===== src/design/wiscPkg.sv =====
// WISC core shared types
`default_nettype none

package wiscPkg;

	typedef logic [15:0] word_t;
	typedef logic [15:0] instr_t;
	typedef logic [2:0] regAddr_t;
	typedef logic [4:0] opcode_t;
	typedef logic [3:0] aluOp_t;

	localparam int defaultDataMemWords = 256;

	localparam opcode_t opHalt = 5'b00000;
	localparam opcode_t opNop = 5'b00001;
	localparam opcode_t opJ = 5'b00100;
	localparam opcode_t opJr = 5'b00101;
	localparam opcode_t opJal = 5'b00110;
	localparam opcode_t opJalr = 5'b00111;
	localparam opcode_t opAddi = 5'b01000;
	localparam opcode_t opSubi = 5'b01001;
	localparam opcode_t opXori = 5'b01010;
	localparam opcode_t opAndni = 5'b01011;
	localparam opcode_t opBeqz = 5'b01100;
	localparam opcode_t opBnez = 5'b01101;
	localparam opcode_t opBltz = 5'b01110;
	localparam opcode_t opBgez = 5'b01111;
	localparam opcode_t opSt = 5'b10000;
	localparam opcode_t opLd = 5'b10001;
	localparam opcode_t opSlbi = 5'b10010;
	localparam opcode_t opStu = 5'b10011;
	localparam opcode_t opRoli = 5'b10100;
	localparam opcode_t opSlli = 5'b10101;
	localparam opcode_t opRori = 5'b10110;
	localparam opcode_t opSrli = 5'b10111;
	localparam opcode_t opLbi = 5'b11000;
	localparam opcode_t opBtr = 5'b11001;
	localparam opcode_t opShift = 5'b11010;
	localparam opcode_t opArith = 5'b11011;
	localparam opcode_t opSeq = 5'b11100;
	localparam opcode_t opSlt = 5'b11101;
	localparam opcode_t opSle = 5'b11110;
	localparam opcode_t opSco = 5'b11111;

	// Low two bits follow the function field of the R-format groups
	localparam aluOp_t aluAdd = 4'd0;
	localparam aluOp_t aluSub = 4'd1;
	localparam aluOp_t aluXor = 4'd2;
	localparam aluOp_t aluAndn = 4'd3;
	localparam aluOp_t aluRol = 4'd4;
	localparam aluOp_t aluSll = 4'd5;
	localparam aluOp_t aluRor = 4'd6;
	localparam aluOp_t aluSrl = 4'd7;
	localparam aluOp_t aluSeq = 4'd8;
	localparam aluOp_t aluSlt = 4'd9;
	localparam aluOp_t aluSle = 4'd10;
	localparam aluOp_t aluSco = 4'd11;
	localparam aluOp_t aluBtr = 4'd12;
	localparam aluOp_t aluPassB = 4'd13;

endpackage

`default_nettype wire


===== src/design/regFile.sv =====
// Register file, eight by 16 bits
`timescale 1ns/1ns
`default_nettype none

module regFile
	import wiscPkg::*;
(
	input logic clk,
	input logic reset,
	input regAddr_t readAddrA,
	input regAddr_t readAddrB,
	input regAddr_t writeAddr,
	input logic writeEn,
	input word_t writeData,
	output word_t readDataA,
	output word_t readDataB
);

	word_t regs [8];

	always_ff @(posedge clk) begin
		if (reset) begin
			for (int i = 0; i < 8; i++) begin
				regs[i] <= '0;
			end
		end else if (writeEn) begin
			regs[writeAddr] <= writeData;
		end
	end

	// No bypass, a write shows up on the next cycle
	assign readDataA = regs[readAddrA];
	assign readDataB = regs[readAddrB];

endmodule

`default_nettype wire


===== config.mk =====
export PLATFORM = sky130hd
export DESIGN_NAME = regFile
export DESIGN_NICKNAME = d
export VERILOG_FILES = /design/src/design/wiscPkg.sv /design/src/design/regFile.sv
export SDC_FILE = /design/constraint.sdc
export NUM_CORES = 1
export LEC_CHECK = 0
export BUFFER_PORTS_ARGS = -buffer_cell sky130_fd_sc_hd__buf_2
export CAP_MARGIN = 20
export CORE_ASPECT_RATIO = 1.4
export CORE_MARGIN = 3
export CORE_UTILIZATION = 60
export DETAILED_ROUTE_END_ITERATION = 6
export PLACE_DENSITY = 0.81
export SLEW_MARGIN = 20
export SYNTH_ARGS = -nofsm -noshare
export SYNTH_HDL_FRONTEND = slang
export SYNTH_SLANG_ARGS = --single-unit
export TNS_END_PERCENT = 5

===== constraint.sdc =====
create_clock -name clk -period 7 [get_ports clk]
set_clock_uncertainty 0.05 [all_clocks]
set_input_delay 1.75 -clock clk [delete_from_list [all_inputs] [get_ports clk]]
set_output_delay 1.75 -clock clk [all_outputs]
set_load 0.02 [all_outputs]

==> impl_metrics.csv <==
group,metric,value,unit
yosys,synth_area,0.00700,mm^2
power_and_ir_drop,power_frac_clock,43.9,%
global_route,grt_pass1_wl,25200,um
worst_setup_path,setup.worst_path.class,"input pin to output port",
worst_setup_path,arrival,3.70,ns
power_and_ir_drop,power.leakage,2.70,nW
global_route,antenna_found_initial,0,
final_layout,largest_reg_flops,128,
timing,tightest_slew,1.03,ns
drt,wire_per_inst,26.2,um
placed_design,port_buffers,59,
timing,rsz0062_at_grt,"no",
timing,fin_tns_setup,0,ns
worst_setup_path,path_max_fanout,32,
drt,ant_nets,0,
yosys,postSynthAreaPerCell,16.3,um^2
cts,cts_root_buf,"clkbuf_16",
floorplanning,coreArea,0.0113,mm^2
power_and_ir_drop,p_sw,509,uW
yosys,ys_seq_elements,128,
global_route,globalRouteTotalUtil,26.1,%
final_layout,final_common_cell,"edfxtp_1",
cts,tritoncts,"built",
timing,fin_crit_sh,78.5,%
floorplanning,num_rows,46,
final_layout,n_antenna_cell,0,
cts,numCtsBuffers,17,
yosys,synth_top_area_share,54.9,%
yosys,synth_cell_types,21,
floorplanning,dieArea,0.0130,mm^2
cts,cts_resized,0,
power_and_ir_drop,switching_share,24.1,%
placed_design,place_area,0.00726,mm^2
yosys,synth_area_leaders,"edfxtp_1 (55%), mux4_1 (21%), nor3_1 (8.7%), mux2_2 (5.1%), mux4_2 (2.3%)",
job,cap_viol_max_count,0,
global_route,grt_overflow,0,
timing,period_minus_slack,5.50,ns
outcome,status,"complete, no violations",
drt,drt_pass1_iterations,5,
power_and_ir_drop,peakVddDrop,0.233,mV
yosys,syn_inst,430,
cts,clock-sinks,128,
floorplanning,die_y,134,um
floorplanning,die_x,97.3,um
yosys,synth_nets,458,
cts,cts_setup_buffers,0,
worst_setup_path,cpPeakStageDelay,0.73,ns
global_route,grt_pass1_vias,4476,
min_path,whs_path_depth,3,
cts,clk_pin_slew,0.06,ns
worst_setup_path,endpoint_kind,"output port",
worst_setup_path,worst_ep_required_time,5.20,ns
yosys,yosysWarnings,0,
worst_setup_path,worst_setup_path_start_kind,"input pin",
floorplanning,io_pins,60,
timing,finalHoldViolCount,0,
power_and_ir_drop,intPower,1.60,mW
cts,h-tree-depth,4,
yosys,synth_top_cell_by_area,"edfxtp_1",
final_layout,drive_above_1_share,30.7,%
placed_design,gp_congestion,0.718,
drt,remaining_drc_errors,0,
final_layout,area_growth,12.6,%
worst_setup_path,crit_chain,"buf_2, mux4_1, mux2_2, buf_2",
timing,drv_slew,0,
final_layout,mostFrequentLayoutCells,"edfxtp_1 (128), nor3_1 (122), buf_2 (59)",
timing,relSlewSlack,31.1,%
power_and_ir_drop,p_per_area,268,mW/mm^2
drt,vias,4443,
power_and_ir_drop,power_frac_seq,43.4,%
final_layout,final_util,69.5,%
placed_design,dp_hpwl,9080,um
final_layout,fin_nets,501,
final_layout,finalInstanceArea,0.00788,mm^2
power_and_ir_drop,p_comb_share,12.7,%
timing,finalSetupViolations,0,
yosys,ys_seq_area_share,54.9,%
floorplanning,start_util,61.7,%
min_path,hp-class,"input pin to flip-flop",
cts,holdBufCountCts,0,
drt,vias_per_cell,7.05,
global_route,grt_max_degree,69,
drt,drtIter0Drc,410,
drt,totalWireLength,16500,um
final_layout,regMostFlops,"regs",
timing,max_freq,182,MHz
worst_setup_path,cp_slowest_cell,"buf_2",
final_layout,largestRegisters,"regs x128",
cts,clockBufferDepth,2,
worst_setup_path,cpMostUsedCell,"buf_2",
## cells by family after synthesis
logic type / Yosys count / synth area share (%)
mux: 96 / 28.8
simple gates: 134 / 10.1
compound gates: 8 / 0.858
flops: 128 / 54.9
buf+inv: 64 / 5.31
## synth_stat cells
cell	count
clkbuf_1	24
or2_2	1
mux4_1	56
nor3_1	122
buf_4	1
clkbuf_2	1
or3b_1	1
edfxtp_1	128
nor3_2	6
clkinv_1	16
nand3b_1	1
buf_2	1
clkbuf_8	5
mux2_2	32
nand2_1	1
nand2b_1	2
buf_1	6
o21bai_1	8
mux4_2	7
buf_6	10
mux4_4	1
## power groups by stage
stage	clock network, mW	logic (mW)	registers (mW)
after floorplan	0	0.196	0.919
after global placement	0	0.261	0.922
after detailed placement	0	0.267	0.929
after CTS	0.928	0.269	0.915
after global routing	0.963	0.283	0.920
final	0.927	0.268	0.916
## final cells by class
class                           instances  area (um^2)
Sequential cell                       128         3840
Tap cell                              144          180
Fill cell                             705         3460
Clock inverter                         14          190
Multi-Input combinational cell        238         2780
Timing Repair Buffer                   72          393
Inverter                               16         60.1
Clock buffer                           18          429
## metal layers
| metal | global-route usage (%) | share of wire (%) | vias up |
|---|---|---|---|
| met3 | 5.52 | 7.9 | 44 |
| met1 | 32.1 | 36 | 2229 |
| li1 | - | - | 1893 |
| met4 | 12.2 | 2.6 | 0 |
| met5 | 0 | 0 | - |
| met2 | 44.6 | 54 | 277 |
## worst paths after layout
check	from	end	slack, ns
worst min-delay path	writeData[10]	regs[4][10]	1.75
worst max-delay path	readAddrA[0]	readDataA[5]	1.50
## metrics by stage
stage	std cells	worst slack, ns	hold slack (ns)	power (mW)
after floorplan	430	2.35	2.03	1.12
after global placement	598	1.55	2.16	1.18
after detailed placement	598	1.52	2.17	1.20
after CTS	630	1.49	1.74	2.11
after global routing	630	1.43	1.77	2.17
final	630	1.50	1.75	2.11
## worst max-delay path, delay by kind of cell
family / cells / cell delay [ns]
buffers and inverters: 2 / 0.90
multiplexers: 2 / 1.01
Note: power is estimated with default switching activity, not from simulation.
