File: src/design/wiscPkg.sv
// WISC core shared types
`default_nettype none

package wiscPkg;

	typedef logic [15:0] word_t;
	typedef logic [15:0] instr_t;
	typedef logic [2:0] regAddr_t;
	typedef logic [4:0] opcode_t;
	typedef logic [3:0] aluOp_t;

	localparam int defaultDataMemWords = 256;

	localparam opcode_t opHalt = 5'b00000;
	localparam opcode_t opNop = 5'b00001;
	localparam opcode_t opJ = 5'b00100;
	localparam opcode_t opJr = 5'b00101;
	localparam opcode_t opJal = 5'b00110;
	localparam opcode_t opJalr = 5'b00111;
	localparam opcode_t opAddi = 5'b01000;
	localparam opcode_t opSubi = 5'b01001;
	localparam opcode_t opXori = 5'b01010;
	localparam opcode_t opAndni = 5'b01011;
	localparam opcode_t opBeqz = 5'b01100;
	localparam opcode_t opBnez = 5'b01101;
	localparam opcode_t opBltz = 5'b01110;
	localparam opcode_t opBgez = 5'b01111;
	localparam opcode_t opSt = 5'b10000;
	localparam opcode_t opLd = 5'b10001;
	localparam opcode_t opSlbi = 5'b10010;
	localparam opcode_t opStu = 5'b10011;
	localparam opcode_t opRoli = 5'b10100;
	localparam opcode_t opSlli = 5'b10101;
	localparam opcode_t opRori = 5'b10110;
	localparam opcode_t opSrli = 5'b10111;
	localparam opcode_t opLbi = 5'b11000;
	localparam opcode_t opBtr = 5'b11001;
	localparam opcode_t opShift = 5'b11010;
	localparam opcode_t opArith = 5'b11011;
	localparam opcode_t opSeq = 5'b11100;
	localparam opcode_t opSlt = 5'b11101;
	localparam opcode_t opSle = 5'b11110;
	localparam opcode_t opSco = 5'b11111;

	// Low two bits follow the function field of the R-format groups
	localparam aluOp_t aluAdd = 4'd0;
	localparam aluOp_t aluSub = 4'd1;
	localparam aluOp_t aluXor = 4'd2;
	localparam aluOp_t aluAndn = 4'd3;
	localparam aluOp_t aluRol = 4'd4;
	localparam aluOp_t aluSll = 4'd5;
	localparam aluOp_t aluRor = 4'd6;
	localparam aluOp_t aluSrl = 4'd7;
	localparam aluOp_t aluSeq = 4'd8;
	localparam aluOp_t aluSlt = 4'd9;
	localparam aluOp_t aluSle = 4'd10;
	localparam aluOp_t aluSco = 4'd11;
	localparam aluOp_t aluBtr = 4'd12;
	localparam aluOp_t aluPassB = 4'd13;

endpackage

`default_nettype wire

File: src/design/execUnit.sv
// Immediate, ALU and branch logic
`timescale 1ns/1ns
`default_nettype none

module execUnit
	import wiscPkg::*;
(
	input instr_t instr,
	input word_t readDataA,
	input word_t readDataB,
	input word_t pc,
	input word_t nextPcSeq,
	input logic aluSrc,
	input logic immCtl,
	input logic lbi,
	input logic slbi,
	input logic branchCtl,
	input logic jumpCtl,
	input aluOp_t aluOp,
	output word_t aluResult,
	output word_t jumpTarget,
	output logic branchTaken
);

	logic imm8Sel;
	logic imm11Sel;
	logic regJump;
	logic [3:0] amt;
	logic [16:0] carrySum;
	word_t imm;
	word_t opB;
	word_t reversed;
	word_t aluOut;

	// jr and jalr have bit 11 set and an 8-bit immediate
	assign regJump = jumpCtl && instr[11];
	assign imm11Sel = jumpCtl && !instr[11];
	assign imm8Sel = lbi || slbi || branchCtl || regJump;

	always_comb begin
		if (imm11Sel) begin
			imm = immCtl ? {{5{instr[10]}}, instr[10:0]} : {5'b0, instr[10:0]};
		end else if (imm8Sel) begin
			imm = immCtl ? {{8{instr[7]}}, instr[7:0]} : {8'b0, instr[7:0]};
		end else begin
			imm = immCtl ? {{11{instr[4]}}, instr[4:0]} : {11'b0, instr[4:0]};
		end
	end

	assign opB = aluSrc ? imm : readDataB;
	assign amt = opB[3:0];
	assign carrySum = {1'b0, readDataA} + {1'b0, opB};

	always_comb begin
		for (int i = 0; i < 16; i++) begin
			reversed[i] = readDataA[15 - i];
		end
	end

	always_comb begin
		case (aluOp)
			aluAdd: aluOut = carrySum[15:0];
			// Subtract is B minus A in this ISA
			aluSub: aluOut = opB - readDataA;
			aluXor: aluOut = readDataA ^ opB;
			aluAndn: aluOut = readDataA & ~opB;
			aluRol: aluOut = (readDataA << amt) | (readDataA >> (5'd16 - {1'b0, amt}));
			aluSll: aluOut = readDataA << amt;
			aluRor: aluOut = (readDataA >> amt) | (readDataA << (5'd16 - {1'b0, amt}));
			aluSrl: aluOut = readDataA >> amt;
			aluSeq: aluOut = {15'b0, readDataA == opB};
			aluSlt: aluOut = {15'b0, $signed(readDataA) < $signed(opB)};
			aluSle: aluOut = {15'b0, $signed(readDataA) <= $signed(opB)};
			aluSco: aluOut = {15'b0, carrySum[16]};
			aluBtr: aluOut = reversed;
			aluPassB: aluOut = opB;
			default: aluOut = carrySum[15:0];
		endcase
	end

	assign aluResult = slbi ? {readDataA[7:0], imm[7:0]} : aluOut;

	always_comb begin
		case (instr[12:11])
			2'b00: branchTaken = (readDataA == '0);
			2'b01: branchTaken = (readDataA != '0);
			2'b10: branchTaken = readDataA[15];
			default: branchTaken = !readDataA[15];
		endcase
	end

	assign jumpTarget = regJump ? readDataA + imm : nextPcSeq + imm;

endmodule

`default_nettype wire

File: config.mk
export PLATFORM = sky130hd
export DESIGN_NAME = execUnit
export DESIGN_NICKNAME = d
export VERILOG_FILES = /design/src/design/wiscPkg.sv /design/src/design/execUnit.sv
export SDC_FILE = /design/constraint.sdc
export NUM_CORES = 1
export LEC_CHECK = 0
export BUFFER_PORTS_ARGS = -buffer_cell sky130_fd_sc_hd__buf_2
export CORE_AREA = 2 2 140 197
export DETAILED_ROUTE_END_ITERATION = 10
export DIE_AREA = 0 0 142 199
export GPL_ROUTABILITY_DRIVEN = 0
export SYNTH_ARGS = -nofsm -noshare
export SYNTH_HDL_FRONTEND = slang
export SYNTH_SLANG_ARGS = --single-unit
File: constraint.sdc
create_clock -name vclk -period 5.3
set_input_delay 0.53 -clock vclk [all_inputs]
set_output_delay 0.53 -clock vclk [all_outputs]
set_load 0.01 [all_outputs]
==> results.py <==
metrics = {
    "synthesis": {
        "yosysUniqueCellTypes": 80,
        "synth_fa_ha_area_share_pct": 13.2,
        "yosysWarnings": 0,
        "synth_cells": 971,
        "syn_area_mm2": 0.00654,
        "synth_top_family_by_area": "compound AO/OA/AOI/OAI gates",
        "synth-xor-area-share_pct": 4.32,
        "synth_compound_area_share_pct": 32.9,
        "synth_nets": 1128,
        "yosys.area_share.simple_pct": 25.1,
        "ys_seq_area_share_pct": 0,
        "synthMuxAreaShare_pct": 16.1,
        "syn_area_per_cell_um2": 6.73,
    },
    "pwr": {
        "power_frac_comb_pct": 100.0,
        "power.leakage_nw": 3.24,
        "clockPowerShare_pct": 0,
        "swShare_pct": 63.2,
        "power.internal_uw": 415,
        "seqPwrFrac_pct": 0,
        "max-vdd-ir-drop_mv": 0.0324,
        "powerDensity_mw_per_mm2": 151,
        "p_switching_uw": 714,
    },
    "routing": {
        "drt_wl_total_um": 35400,
        "wl_per_cell_um": 25.8,
        "num_vias": 8727,
        "vias_per_cell": 6.35,
        "postRouteAntennaNets": 0,
        "drtIter0Drc": 1426,
        "drc_errors": 0,
        "drt-pass1-iter-count": 7,
    },
    "timing": {
        "finalCriticalPeriod_ns": 5.22,
        "rsz0062_at_grt": "false",
        "fin_crit_sh_pct": 98.4,
        "setup_tns_ns": 0,
        "setup_viol": 0,
        "maxSlewHeadroom_pct": 14.2,
        "max_freq_mhz": 192,
        "maxSlewViolCount": 0,
        "finalHoldViolCount": 0,
        "tightest_slew_ns": 1.28,
        "whs_ns": 1.42,
    },
    "job": {
        "maxCapViolations": 0,
    },
    "place": {
        "dpl.cell_count": 1374,
        "post_dp_cell_area_mm2": 0.00750,
        "io_buffers": 104,
        "place_hpwl_um": 27000,
    },
    "global_route": {
        "grt_use_met2_pct": 40.7,
        "grt_max_degree": 33,
        "met1_usage_pct": 26.2,
        "gr-usage-met3_pct": 4.36,
        "top_usage_layer": "met2",
        "grt_pass1_wl_um": 51400,
        "overflow": 0,
        "antenna_found_initial": 1,
        "track_usage_pct": 24.1,
        "grt_pass1_vias": 8273,
    },
    "layout": {
        "fin_nets": 1205,
        "flops_and_latches": 0,
        "final_area_mm2": 0.00750,
        "fill_cells": 2922,
        "areaGrowthSynthToFinish_pct": 14.7,
        "drive_gt1_share_pct": 19.0,
        "n_clock_buffer": 0,
        "instances_no_fill": 1374,
        "regArea_um2": 0,
        "diodes": 0,
        "post-route-util_pct": 28.2,
        "multi_input_area_mm2": 0.00601,
    },
    "clock_network": {
        "hold_buffers": 0,
        "post_cts_buffers": 0,
        "post_cts_resized": 0,
    },
    "worst_setup_path": {
        "slowest_delay_ns": 0.82,
        "worstSetupStartpoint": "jumpCtl",
        "critPathKind": "in2out",
        "cp_max_fo": 10,
        "worst-path-buf-inv": 4,
        "crit_end": "aluResult[0]",
        "crit_path_end_kind": "primary output",
        "cp_cell_sequence": "buf_2 > or4_1 > mux2i_1 > mux2i_1 > inv_1 > ha_1 > nand4_1 > a21oi_1 > a2111oi_0 > buf_4 > o21a_1 > a222oi_1 > o211a_1 > a31oi_1 > buf_2",
        "cp_top_family": "compound AO/OA/AOI/OAI gates",
        "critPathArrivalTime_ns": 4.69,
        "cp.depth": 15,
        "required_ns": 4.77,
        "crit_path_top_delay_cell": "a2111oi_0",
        "startpoint_type": "input pin",
    },
    "floorplanning": {
        "start_util_pct": 24.6,
        "core_mm2": 0.0266,
        "die_h_um": 199,
        "fp-row-count": 71,
        "die_x_um": 142,
        "ios": 123,
        "dieArea_mm2": 0.0283,
    },
    "hold_path": {
        "hold_path.class": "in2out",
    },
    "outcome": {
        "outcome": "finished clean",
    },
}
-- synth_stat cells (5+ instances only) --
master,number,area share (%)
a22oi_1,11,1.3
o2111ai_1,7,0.94
o22ai_1,11,1.1
nor4_1,16,1.5
a21oi_1,71,5.4
a221oi_1,5,0.67
xnor2_1,21,2.8
nand4_1,7,0.67
nand2_1,118,6.8
a32oi_1,7,0.94
a2111oi_0,5,0.67
inv_1,53,3.0
nor2_1,76,4.4
o31ai_1,7,0.80
mux2i_1,60,9.2
mux2_2,7,1.2
o221ai_1,8,1.1
o21bai_1,6,0.69
o21ai_0,52,4.0
mux4_2,13,4.5
and3_1,12,1.1
ha_1,64,12
or3_1,10,0.96
nor2b_1,15,1.4
a31oi_1,19,1.8
clkbuf_1,54,3.1
nand3_1,22,1.7
nand2b_1,5,0.48
a211oi_1,21,2.4
buf_2,13,0.99
a21o_1,12,1.4
and2_1,5,0.48
nor3_1,33,2.5
o211ai_1,27,3.1
xor2_1,5,0.67
-- cell usage in the layout (no fill, tap or decap), types with 16 or more instances in the layout --
| cell | instances |
|---|---|
| mux2i_1 | 60 |
| buf_4 | 45 |
| a211oi_1 | 21 |
| a21oi_1 | 70 |
| buf_2 | 104 |
| nand2_1 | 118 |
| o211ai_1 | 27 |
| inv_1 | 53 |
| ha_1 | 64 |
| nand3_1 | 22 |
| o21ai_0 | 52 |
| nor4_1 | 16 |
| nor3_1 | 33 |
| nor2_1 | 76 |
| xnor2_1 | 21 |
| a31oi_1 | 19 |
-- logic make-up after synthesis --
family	count (synthesis)
simple gates	343
buf+inv	133
fa+ha+maj	67
compound gates	316
mux	84
xor+xnor	28
-- layer usage --
layer,share of wire (%),vias to the layer above
met5,0.020,-
met4,11,2
met3,10,268
met2,46,690
met1,32,3966
li1,-,3801
-- power groups by stage --
stage / clock, mW / combinational (mW) / sequential, mW
after floorplan: 0 / 0.716 / 0
after global placement: 0 / 1.07 / 0
after detailed placement: 0 / 1.08 / 0
after CTS: 0 / 1.08 / 0
after global routing: 0 / 1.20 / 0
final: 0 / 1.13 / 0
-- per-stage QoR --
step / setup slack, ns / power, mW
after detailed placement: 0.247 / 1.08
final: 0.0849 / 1.13
after CTS: 0.220 / 1.08
after floorplan: 0.709 / 0.716
after global placement: 0.195 / 1.07
after global routing: 0.115 / 1.20
-- final cells by class --
cell class / instances / share of cell area, %
multi-input combinational: 838 / 80.1
timing repair buffer: 149 / 11.4
tap: 328 / 5.47
inverter: 59 / 2.99
-- worst min-delay path by stage --
stage	startpoint	end	slack [ns]	cells after the start
floorplan	instr[11]	branchTaken	1.15	1
global placement	instr[11]	branchTaken	1.41	3
detailed placement	instr[11]	branchTaken	1.42	3
CTS	instr[11]	branchTaken	1.42	3
global route	instr[11]	branchTaken	1.45	3
finish	instr[11]	branchTaken	1.42	3
-- worst min-delay path: cells and delay by family --
kind      cells  cell delay, ns
buf+inv       2            0.27
xor+xnor      1            0.08
No activity file was read; power rests on OpenSTA's default activity.
