### src/design/wiscPkg.sv
// WISC core shared types
`default_nettype none

package wiscPkg;

	typedef logic [15:0] word_t;
	typedef logic [15:0] instr_t;
	typedef logic [2:0] regAddr_t;
	typedef logic [4:0] opcode_t;
	typedef logic [3:0] aluOp_t;

	localparam int defaultDataMemWords = 256;

	localparam opcode_t opHalt = 5'b00000;
	localparam opcode_t opNop = 5'b00001;
	localparam opcode_t opJ = 5'b00100;
	localparam opcode_t opJr = 5'b00101;
	localparam opcode_t opJal = 5'b00110;
	localparam opcode_t opJalr = 5'b00111;
	localparam opcode_t opAddi = 5'b01000;
	localparam opcode_t opSubi = 5'b01001;
	localparam opcode_t opXori = 5'b01010;
	localparam opcode_t opAndni = 5'b01011;
	localparam opcode_t opBeqz = 5'b01100;
	localparam opcode_t opBnez = 5'b01101;
	localparam opcode_t opBltz = 5'b01110;
	localparam opcode_t opBgez = 5'b01111;
	localparam opcode_t opSt = 5'b10000;
	localparam opcode_t opLd = 5'b10001;
	localparam opcode_t opSlbi = 5'b10010;
	localparam opcode_t opStu = 5'b10011;
	localparam opcode_t opRoli = 5'b10100;
	localparam opcode_t opSlli = 5'b10101;
	localparam opcode_t opRori = 5'b10110;
	localparam opcode_t opSrli = 5'b10111;
	localparam opcode_t opLbi = 5'b11000;
	localparam opcode_t opBtr = 5'b11001;
	localparam opcode_t opShift = 5'b11010;
	localparam opcode_t opArith = 5'b11011;
	localparam opcode_t opSeq = 5'b11100;
	localparam opcode_t opSlt = 5'b11101;
	localparam opcode_t opSle = 5'b11110;
	localparam opcode_t opSco = 5'b11111;

	// Low two bits follow the function field of the R-format groups
	localparam aluOp_t aluAdd = 4'd0;
	localparam aluOp_t aluSub = 4'd1;
	localparam aluOp_t aluXor = 4'd2;
	localparam aluOp_t aluAndn = 4'd3;
	localparam aluOp_t aluRol = 4'd4;
	localparam aluOp_t aluSll = 4'd5;
	localparam aluOp_t aluRor = 4'd6;
	localparam aluOp_t aluSrl = 4'd7;
	localparam aluOp_t aluSeq = 4'd8;
	localparam aluOp_t aluSlt = 4'd9;
	localparam aluOp_t aluSle = 4'd10;
	localparam aluOp_t aluSco = 4'd11;
	localparam aluOp_t aluBtr = 4'd12;
	localparam aluOp_t aluPassB = 4'd13;

endpackage

`default_nettype wire

### src/design/fetchUnit.sv
// Program counter and halt latch
`timescale 1ns/1ns
`default_nettype none

module fetchUnit
	import wiscPkg::*;
(
	input logic clk,
	input logic reset,
	input logic halt,
	input logic branchCtl,
	input logic branchTaken,
	input logic jumpCtl,
	input word_t jumpTarget,
	output word_t pc,
	output word_t nextPcSeq,
	output logic halted
);

	logic redirect;

	// Byte addressed, one instruction is two bytes
	assign nextPcSeq = pc + 16'd2;
	assign redirect = (branchCtl && branchTaken) || jumpCtl;

	always_ff @(posedge clk) begin
		if (reset) begin
			pc <= '0;
			halted <= 1'b0;
		end else begin
			if (halt) begin
				halted <= 1'b1;
			end
			// PC stays on the halt instruction
			if (!halt && !halted) begin
				pc <= redirect ? jumpTarget : nextPcSeq;
			end
		end
	end

	pcAligned: assert property (@(posedge clk) disable iff (reset) pc[0] == 1'b0)
		else $error("fetchUnit: odd pc %h", pc);

endmodule

`default_nettype wire

### config.mk
export PLATFORM = sky130hd
export DESIGN_NAME = fetchUnit
export DESIGN_NICKNAME = d
export VERILOG_FILES = /design/src/design/wiscPkg.sv /design/src/design/fetchUnit.sv
export SDC_FILE = /design/constraint.sdc
export NUM_CORES = 1
export LEC_CHECK = 0
export ABC_AREA = 1
export CAP_MARGIN = 10
export CORE_ASPECT_RATIO = 1.4
export CORE_MARGIN = 2
export CORE_UTILIZATION = 50
export CTS_CLUSTER_SIZE = 8
export DETAILED_ROUTE_END_ITERATION = 6
export DONT_BUFFER_PORTS = 1
export PLACE_DENSITY = 0.66
export SETUP_SLACK_MARGIN = 0.4
export SLEW_MARGIN = 10
export SYNTH_ARGS = -nofsm -noshare
export SYNTH_HDL_FRONTEND = slang
export SYNTH_SLANG_ARGS = --single-unit
### constraint.sdc
create_clock -name clk -period 4.2 [get_ports clk]
set_clock_uncertainty 0.05 [all_clocks]
set_input_delay 0.42 -clock clk [delete_from_list [all_inputs] [get_ports clk]]
set_output_delay 0.42 -clock clk [all_outputs]
set_load 0.01 [all_outputs]
==> flow_metrics.env, run 1 <==
export IMPL_outcome="complete, no violations"
export IMPL_finalSetupViolations=0
export IMPL_via_count=1147
export IMPL_die_area_sq_um=2623
export IMPL_yosys_register_bits=17
export IMPL_synth_avg_cell_area_sq_um=6.013
export IMPL_boundaryPins=55
export IMPL_cts_repair_resize_count=0
export IMPL_grt_pass1_vias=1084
export IMPL_tritoncts_num_buffers=3
export IMPL_clock_fmax_mhz=458.3
export IMPL_die_y_microns=59.81
export IMPL_synth_area_top_cells="sky130_fd_sc_hd__dfxtp_1 (31%), sky130_fd_sc_hd__nand2_1 (22%), sky130_fd_sc_hd__nor2_1 (11%)"
export IMPL_globalRoute_totalOverflow=0
export IMPL_crit_type="flop to output pin"
export IMPL_post_synth_inst_count=185
export IMPL_syn_nets=208
export IMPL_ctsRootBufferMaster="sky130_fd_sc_hd__clkbuf_4"
export IMPL_htreeDepth=1
export IMPL_final_nets=210
export IMPL_drcViolationCount=0
export IMPL_crit_required_ns=3.73
export IMPL_regArea_sq_um=340.3
export IMPL_synth_most_common_cell="sky130_fd_sc_hd__nand2_1"
export IMPL_leakage_nw=0.5329
export IMPL_grt_max_degree=27
export IMPL_clk_pin_slew_worst_paths_ns=0.10
export IMPL_tritoncts="yes"
export IMPL_diodes=0
export IMPL_synth_enable_flop_cells=0
export IMPL_synth_common_cells="sky130_fd_sc_hd__nand2_1 (64), sky130_fd_sc_hd__nor2_1 (32), sky130_fd_sc_hd__inv_1 (20)"
export IMPL_worstMarginPinSlew_ns=1.004
export IMPL_synthToLayoutAreaGrowth_pct=2.700
export IMPL_critical_path_peak_fanout=5
export IMPL_routabilityCongestion=0.8848
export IMPL_cts_setup_buffers=0
export IMPL_floorplan_initialDensity_pct=51.69
export IMPL_wire_per_inst_microns=13.35
export IMPL_filler_cell_count=238
export IMPL_end_kind="output pin"
export IMPL_postRouteWirelength_microns=2777
export IMPL_timing_critical_path_arrival_ns=1.71
export IMPL_die_width_microns=43.86
export IMPL_gr_usage_all_layers_pct=22.54
export IMPL_num_rows=20
export IMPL_netlist_cell_type_count=20
export IMPL_timing_max_transition_violations_final=0
export IMPL_worst_skew_pair_late_latency_ns=0.30
export IMPL_count_of_buffers_inserted_at_the_top_level_ports=0
export IMPL_hold_viol_final=0
export IMPL_detail_route_antenna_nets=0
export IMPL_grt_setup_unrepaired="false"
export IMPL_fin_worst_hold_slack_ns=0.1286
export IMPL_tritoncts_num_sinks=17
export IMPL_cap_violations=0
export IMPL_period_share_pct=51.96
export IMPL_post_synth_instance_area_sq_um=1112
export IMPL_final_layout_size_suffix_gt1_share_pct=7.527
export IMPL_dr_first_iter_drc_count=30
export IMPL_synth_largest_area_cell="sky130_fd_sc_hd__dfxtp_1"
export IMPL_first_pass_grt_wire_length_microns=4471
export IMPL_worst_ir_drop_vdd_mv=0.1386
export IMPL_dp_hpwl_microns=2132
export IMPL_power_per_cell_area_nw_per_um2=302.5
export IMPL_total_power_mw=0.3455
export IMPL_multi_input_logic_area_sq_um=661.9
export IMPL_synthesis_yosys_warnings=0
export IMPL_antenna_found_initial=0
export IMPL_slew_limit_headroom_pct=32.85
export IMPL_hold_path_class="primary input to flop"
export IMPL_via_per_inst=5.514
export IMPL_core_area_sq_um=2152
export IMPL_total_of_hold_buffers_inserted_after_clock_tree_synthesis=0
export IMPL_detail_route_first_pass_iterations=4
export IMPL_synth_async_reset_ratio_pct=0
export IMPL_ctsLongestPathBuffers=2
export IMPL_synth_top_area_share_pct=30.60
export IMPL_postLayoutCoreUtil_pct=53.08
export IMPL_worstSetupStartpointType="flop"
export IMPL_fin_crit_ns=2.182
export IMPL_ys_flop_type="sky130_fd_sc_hd__dfxtp_1"
export IMPL_synth_sequential_area_ratio_pct=30.60
export IMPL_setup_tns_final_ns=0
## report_power, final
part | internal, mW | total (mW) | switching [mW]
clock network | 0.0370 | 0.0917 | 0.0547
registers | 0.173 | 0.195 | 0.0219
logic | 0.0193 | 0.0593 | 0.0401
total | 0.229 | 0.346 | 0.117
## state kept, by name, summed over array words and instances, names as in the netlist
name and cells:
halted 1, pc 16
## per-layer routing
layer  wire length (microns)  vias up  global-route usage (%)
met3                     212        5                   5.438
met1                    1065      527                   22.74
met5                       0        -                       0
met2                    1455       39                   42.65
met4                      44        0                   9.524
li1                        -      576                       -
## cell families (layout without fill, tap and decap cells)
logic type,count (synthesis),count (layout),share of synthesized area [%]
adder cells (fa/ha/maj),1,1,1.125
buffers and inverters,25,26,9.897
XOR/XNOR,7,7,5.512
flip-flops,17,17,30.60
AND/OR/NAND/NOR,121,121,45.45
AO/OA/AOI/OAI,14,14,7.423
## cell usage in the layout, fill, tap and decap left out
cell type | synthesis | layout
sky130_fd_sc_hd__nand2_1 | 64 | 64
sky130_fd_sc_hd__nor2_1 | 32 | 32
sky130_fd_sc_hd__inv_1 | 20 | 20
sky130_fd_sc_hd__dfxtp_1 | 17 | 17
sky130_fd_sc_hd__nand3_1 | 12 | 12
sky130_fd_sc_hd__o21ai_0 | 9 | 9
sky130_fd_sc_hd__nand4_1 | 6 | 6
sky130_fd_sc_hd__nor2_2 | 6 | 6
sky130_fd_sc_hd__xor2_1 | 4 | 4
sky130_fd_sc_hd__xnor2_1 | 3 | 3
sky130_fd_sc_hd__clkbuf_4 | 0 | 3
sky130_fd_sc_hd__o22ai_1 | 2 | 2
sky130_fd_sc_hd__nand3_2 | 1 | 1
sky130_fd_sc_hd__o21bai_2 | 1 | 1
sky130_fd_sc_hd__a21oi_2 | 1 | 1
sky130_fd_sc_hd__inv_2 | 1 | 1
sky130_fd_sc_hd__a21oi_1 | 1 | 1
sky130_fd_sc_hd__ha_1 | 1 | 1
sky130_fd_sc_hd__clkbuf_1 | 0 | 1
sky130_fd_sc_hd__buf_4 | 2 | 1
## area by class of cell
| class | instances | area share [%] |
|---|---|---|
| multi-input cells | 143 | 57.94 |
| repair buffers | 1 | 0.6572 |
| well taps | 22 | 2.410 |
| clock buffers | 4 | 2.300 |
| inverters | 21 | 6.900 |
| flip-flops and latches | 17 | 29.79 |
## critical path: stages, from the launching register on
cell                      delay [ns]
sky130_fd_sc_hd__dfxtp_1        0.46
sky130_fd_sc_hd__ha_1           0.27
sky130_fd_sc_hd__nand2_1        0.08
sky130_fd_sc_hd__nor2_2         0.18
sky130_fd_sc_hd__nand2_1        0.13
sky130_fd_sc_hd__xor2_1         0.19
sky130_fd_sc_hd__inv_1          0.10
## worst paths after layout
kind                            startpoint           end  cells past startpoint  slack (ns)
worst max-delay path                 pc[2]  nextPcSeq[9]                      6        2.02
worst min-delay path                 reset         pc[0]                      1        0.13
worst max register to register      halted         pc[4]                      4        2.47
worst min register to register      pc[15]        pc[15]                      2        0.50
## stage by stage
step | area [sq um] | cells | worst slack, ns
after floorplan | 1112 | 185 | 2.518
after global placement | 1116 | 204 | 2.384
after detailed placement | 1116 | 204 | 2.351
after CTS | 1142 | 208 | 2.004
after global routing | 1142 | 208 | 1.910
final | 1142 | 208 | 2.018
No activity file was read; power rests on OpenSTA's default activity.
==> run 2: changes to the inputs <==
- PLACE_DENSITY: 0.66 -> 0.69
- clock period: 4.2 -> 1.8 ns (I/O delays scaled with it)
==> flow_metrics.env, run 2 (synthesis gave the netlist of run 1 again) <==
export IMPL_num_rows=20
export IMPL_via_count=1238
export IMPL_globalRoute_totalOverflow=0
export IMPL_power_per_cell_area_nw_per_um2=588.6
export IMPL_dp_hpwl_microns=2283
export IMPL_layout_cells_most_common="sky130_fd_sc_hd__nand2_1"
export IMPL_hold_viol_final=0
export IMPL_diodes=0
export IMPL_most_common_layout_cells="sky130_fd_sc_hd__nand2_1 (55), sky130_fd_sc_hd__nor2_1 (29), sky130_fd_sc_hd__inv_1 (16), sky130_fd_sc_hd__nand3_1 (9), sky130_fd_sc_hd__dfxtp_4 (9)"
export IMPL_crit_type="flop to output pin"
export IMPL_routabilityCongestion=0.8605
export IMPL_dr_first_iter_drc_count=31
export IMPL_die_width_microns=43.86
export IMPL_antenna_found_initial=0
export IMPL_ctsLongestPathBuffers=2
export IMPL_htreeDepth=1
export IMPL_count_of_buffers_inserted_at_the_top_level_ports=0
export IMPL_period_share_pct=91.71
export IMPL_cap_violations=0
export IMPL_worst_skew_pair_late_latency_ns=0.29
export IMPL_clk_pin_slew_worst_paths_ns=0.10
export IMPL_family_with_the_most_delay_on_the_worst_path="simple AND/OR/NAND/NOR gates"
export IMPL_final_nets=224
export IMPL_critical_path_slowest_cell="sky130_fd_sc_hd__dfxtp_4"
export IMPL_grt_use_met1_pct=23.93
export IMPL_total_power_mw=0.8520
export IMPL_setup_tns_final_ns=0
export IMPL_ctsRootBufferMaster="sky130_fd_sc_hd__clkbuf_4"
export IMPL_crit_required_ns=1.57
export IMPL_final_layout_size_suffix_gt1_share_pct=31.00
export IMPL_timing_critical_path_arrival_ns=1.42
export IMPL_leakage_nw=0.6302
export IMPL_timing_max_transition_violations_final=0
export IMPL_grt_max_degree=14
export IMPL_wire_per_inst_microns=14.08
export IMPL_core_area_sq_um=2152
export IMPL_die_y_microns=59.81
export IMPL_detail_route_antenna_nets=0
export IMPL_end_kind="output pin"
export IMPL_fin_crit_ns=1.651
export IMPL_finalSetupViolations=0
export IMPL_layout_top_registers="pc (16), halted (1)"
export IMPL_tritoncts="yes"
export IMPL_grt_busiest_layer="met2"
export IMPL_boundaryPins=55
export IMPL_floorplan_initialDensity_pct=51.69
export IMPL_drcViolationCount=0
export IMPL_tritoncts_num_buffers=3
export IMPL_grt_setup_unrepaired="true"
export IMPL_grt_pass1_vias=1203
export IMPL_gr_usage_all_layers_pct=25.09
export IMPL_crit_path_max_incr_delay_ns=0.41
export IMPL_grt_util_met2_pct=49.58
export IMPL_clock_fmax_mhz=605.8
export IMPL_worstSetupStartpointType="flop"
export IMPL_postRouteWirelength_microns=3125
export IMPL_tritoncts_num_sinks=17
export IMPL_outcome="complete, no violations"
export IMPL_critical_path_peak_fanout=5
export IMPL_hold_path_class="primary input to flop"
export IMPL_slew_limit_headroom_pct=78.16
export IMPL_detail_route_first_pass_iterations=4
export IMPL_gr_usage_met3_pct=6.344
export IMPL_first_pass_grt_wire_length_microns=5023
export IMPL_largest_register="pc"
export IMPL_via_per_inst=5.577
export IMPL_largest_register_ff_count=16
export IMPL_worstMarginPinSlew_ns=0.3265
export IMPL_crit_buf_inv=0
export IMPL_worst_ir_drop_vdd_mv=0.5636
export IMPL_timing_critical_path_cells="ha_4 -> nand3_4 -> nor2_4 -> nand4_1 -> nand2_2"
export IMPL_die_area_sq_um=2623
export IMPL_synthToLayoutAreaGrowth_pct=30.15
## run 2: cell count changes in the layout (fill, tap and decap cells not counted), sizes merged
| cell | previous run | this run |
|---|---|---|
| buf | 1 | 13 |
| dlygate4sd3 | 0 | 2 |
## run 2: path summary, 6_finish.rpt
check / endpoint / cells past startpoint / slack (ns) / from
max: nextPcSeq[15] / 5 / 0.15 / pc[1]
min: pc[3] / 2 / 0.002 / jumpTarget[3]
max reg2reg: pc[9] / 10 / 0.27 / pc[1]
min reg2reg: pc[9] / 2 / 0.46 / pc[9]
## run 2: layout make-up
cell class / instances / area [sq um]
multi-input cells: 143 / 800.8
fillers: 198 / 704.4
flip-flops and latches: 17 / 377.9
repair buffers: 15 / 136.4
inverters: 21 / 78.83
well taps: 22 / 27.53
clock buffers: 4 / 26.28
## run 2: routing by layer
metal | share of wire (%) | vias to the layer above
met3 | 6.4 | 4
li1 | - | 609
met1 | 34 | 584
met4 | 1.0 | 0
met2 | 58 | 41
met5 | 0 | -
## run 2: report_power, final
group	internal [mW]	switching, mW
sequential	0.402	0.0577
clock	0.0861	0.121
combinational	0.0763	0.110
## run 2: stage by stage
stage	area, sq um	setup WS [ns]	utilization [%]	hold WS, ns	std cells
floorplan	1117	0.4407	-	0.1991	185
global placement	1144	0.3295	53.14	0.1996	207
detailed placement	1144	0.2835	53.14	0.2018	207
CTS	1363	0.1729	63.31	0.02592	220
global route	1448	0.07073	67.27	0.02251	222
finish	1448	0.1493	67.27	0.001999	222
## run 2: what timing repair did
action,CTS,global route
setup endpoints to repair,21,23
endpoints found under the hold margin,1,0
hold buffers,2,0
buffers inserted,7,2
gates resized for setup,42,18
pin swaps,6,11
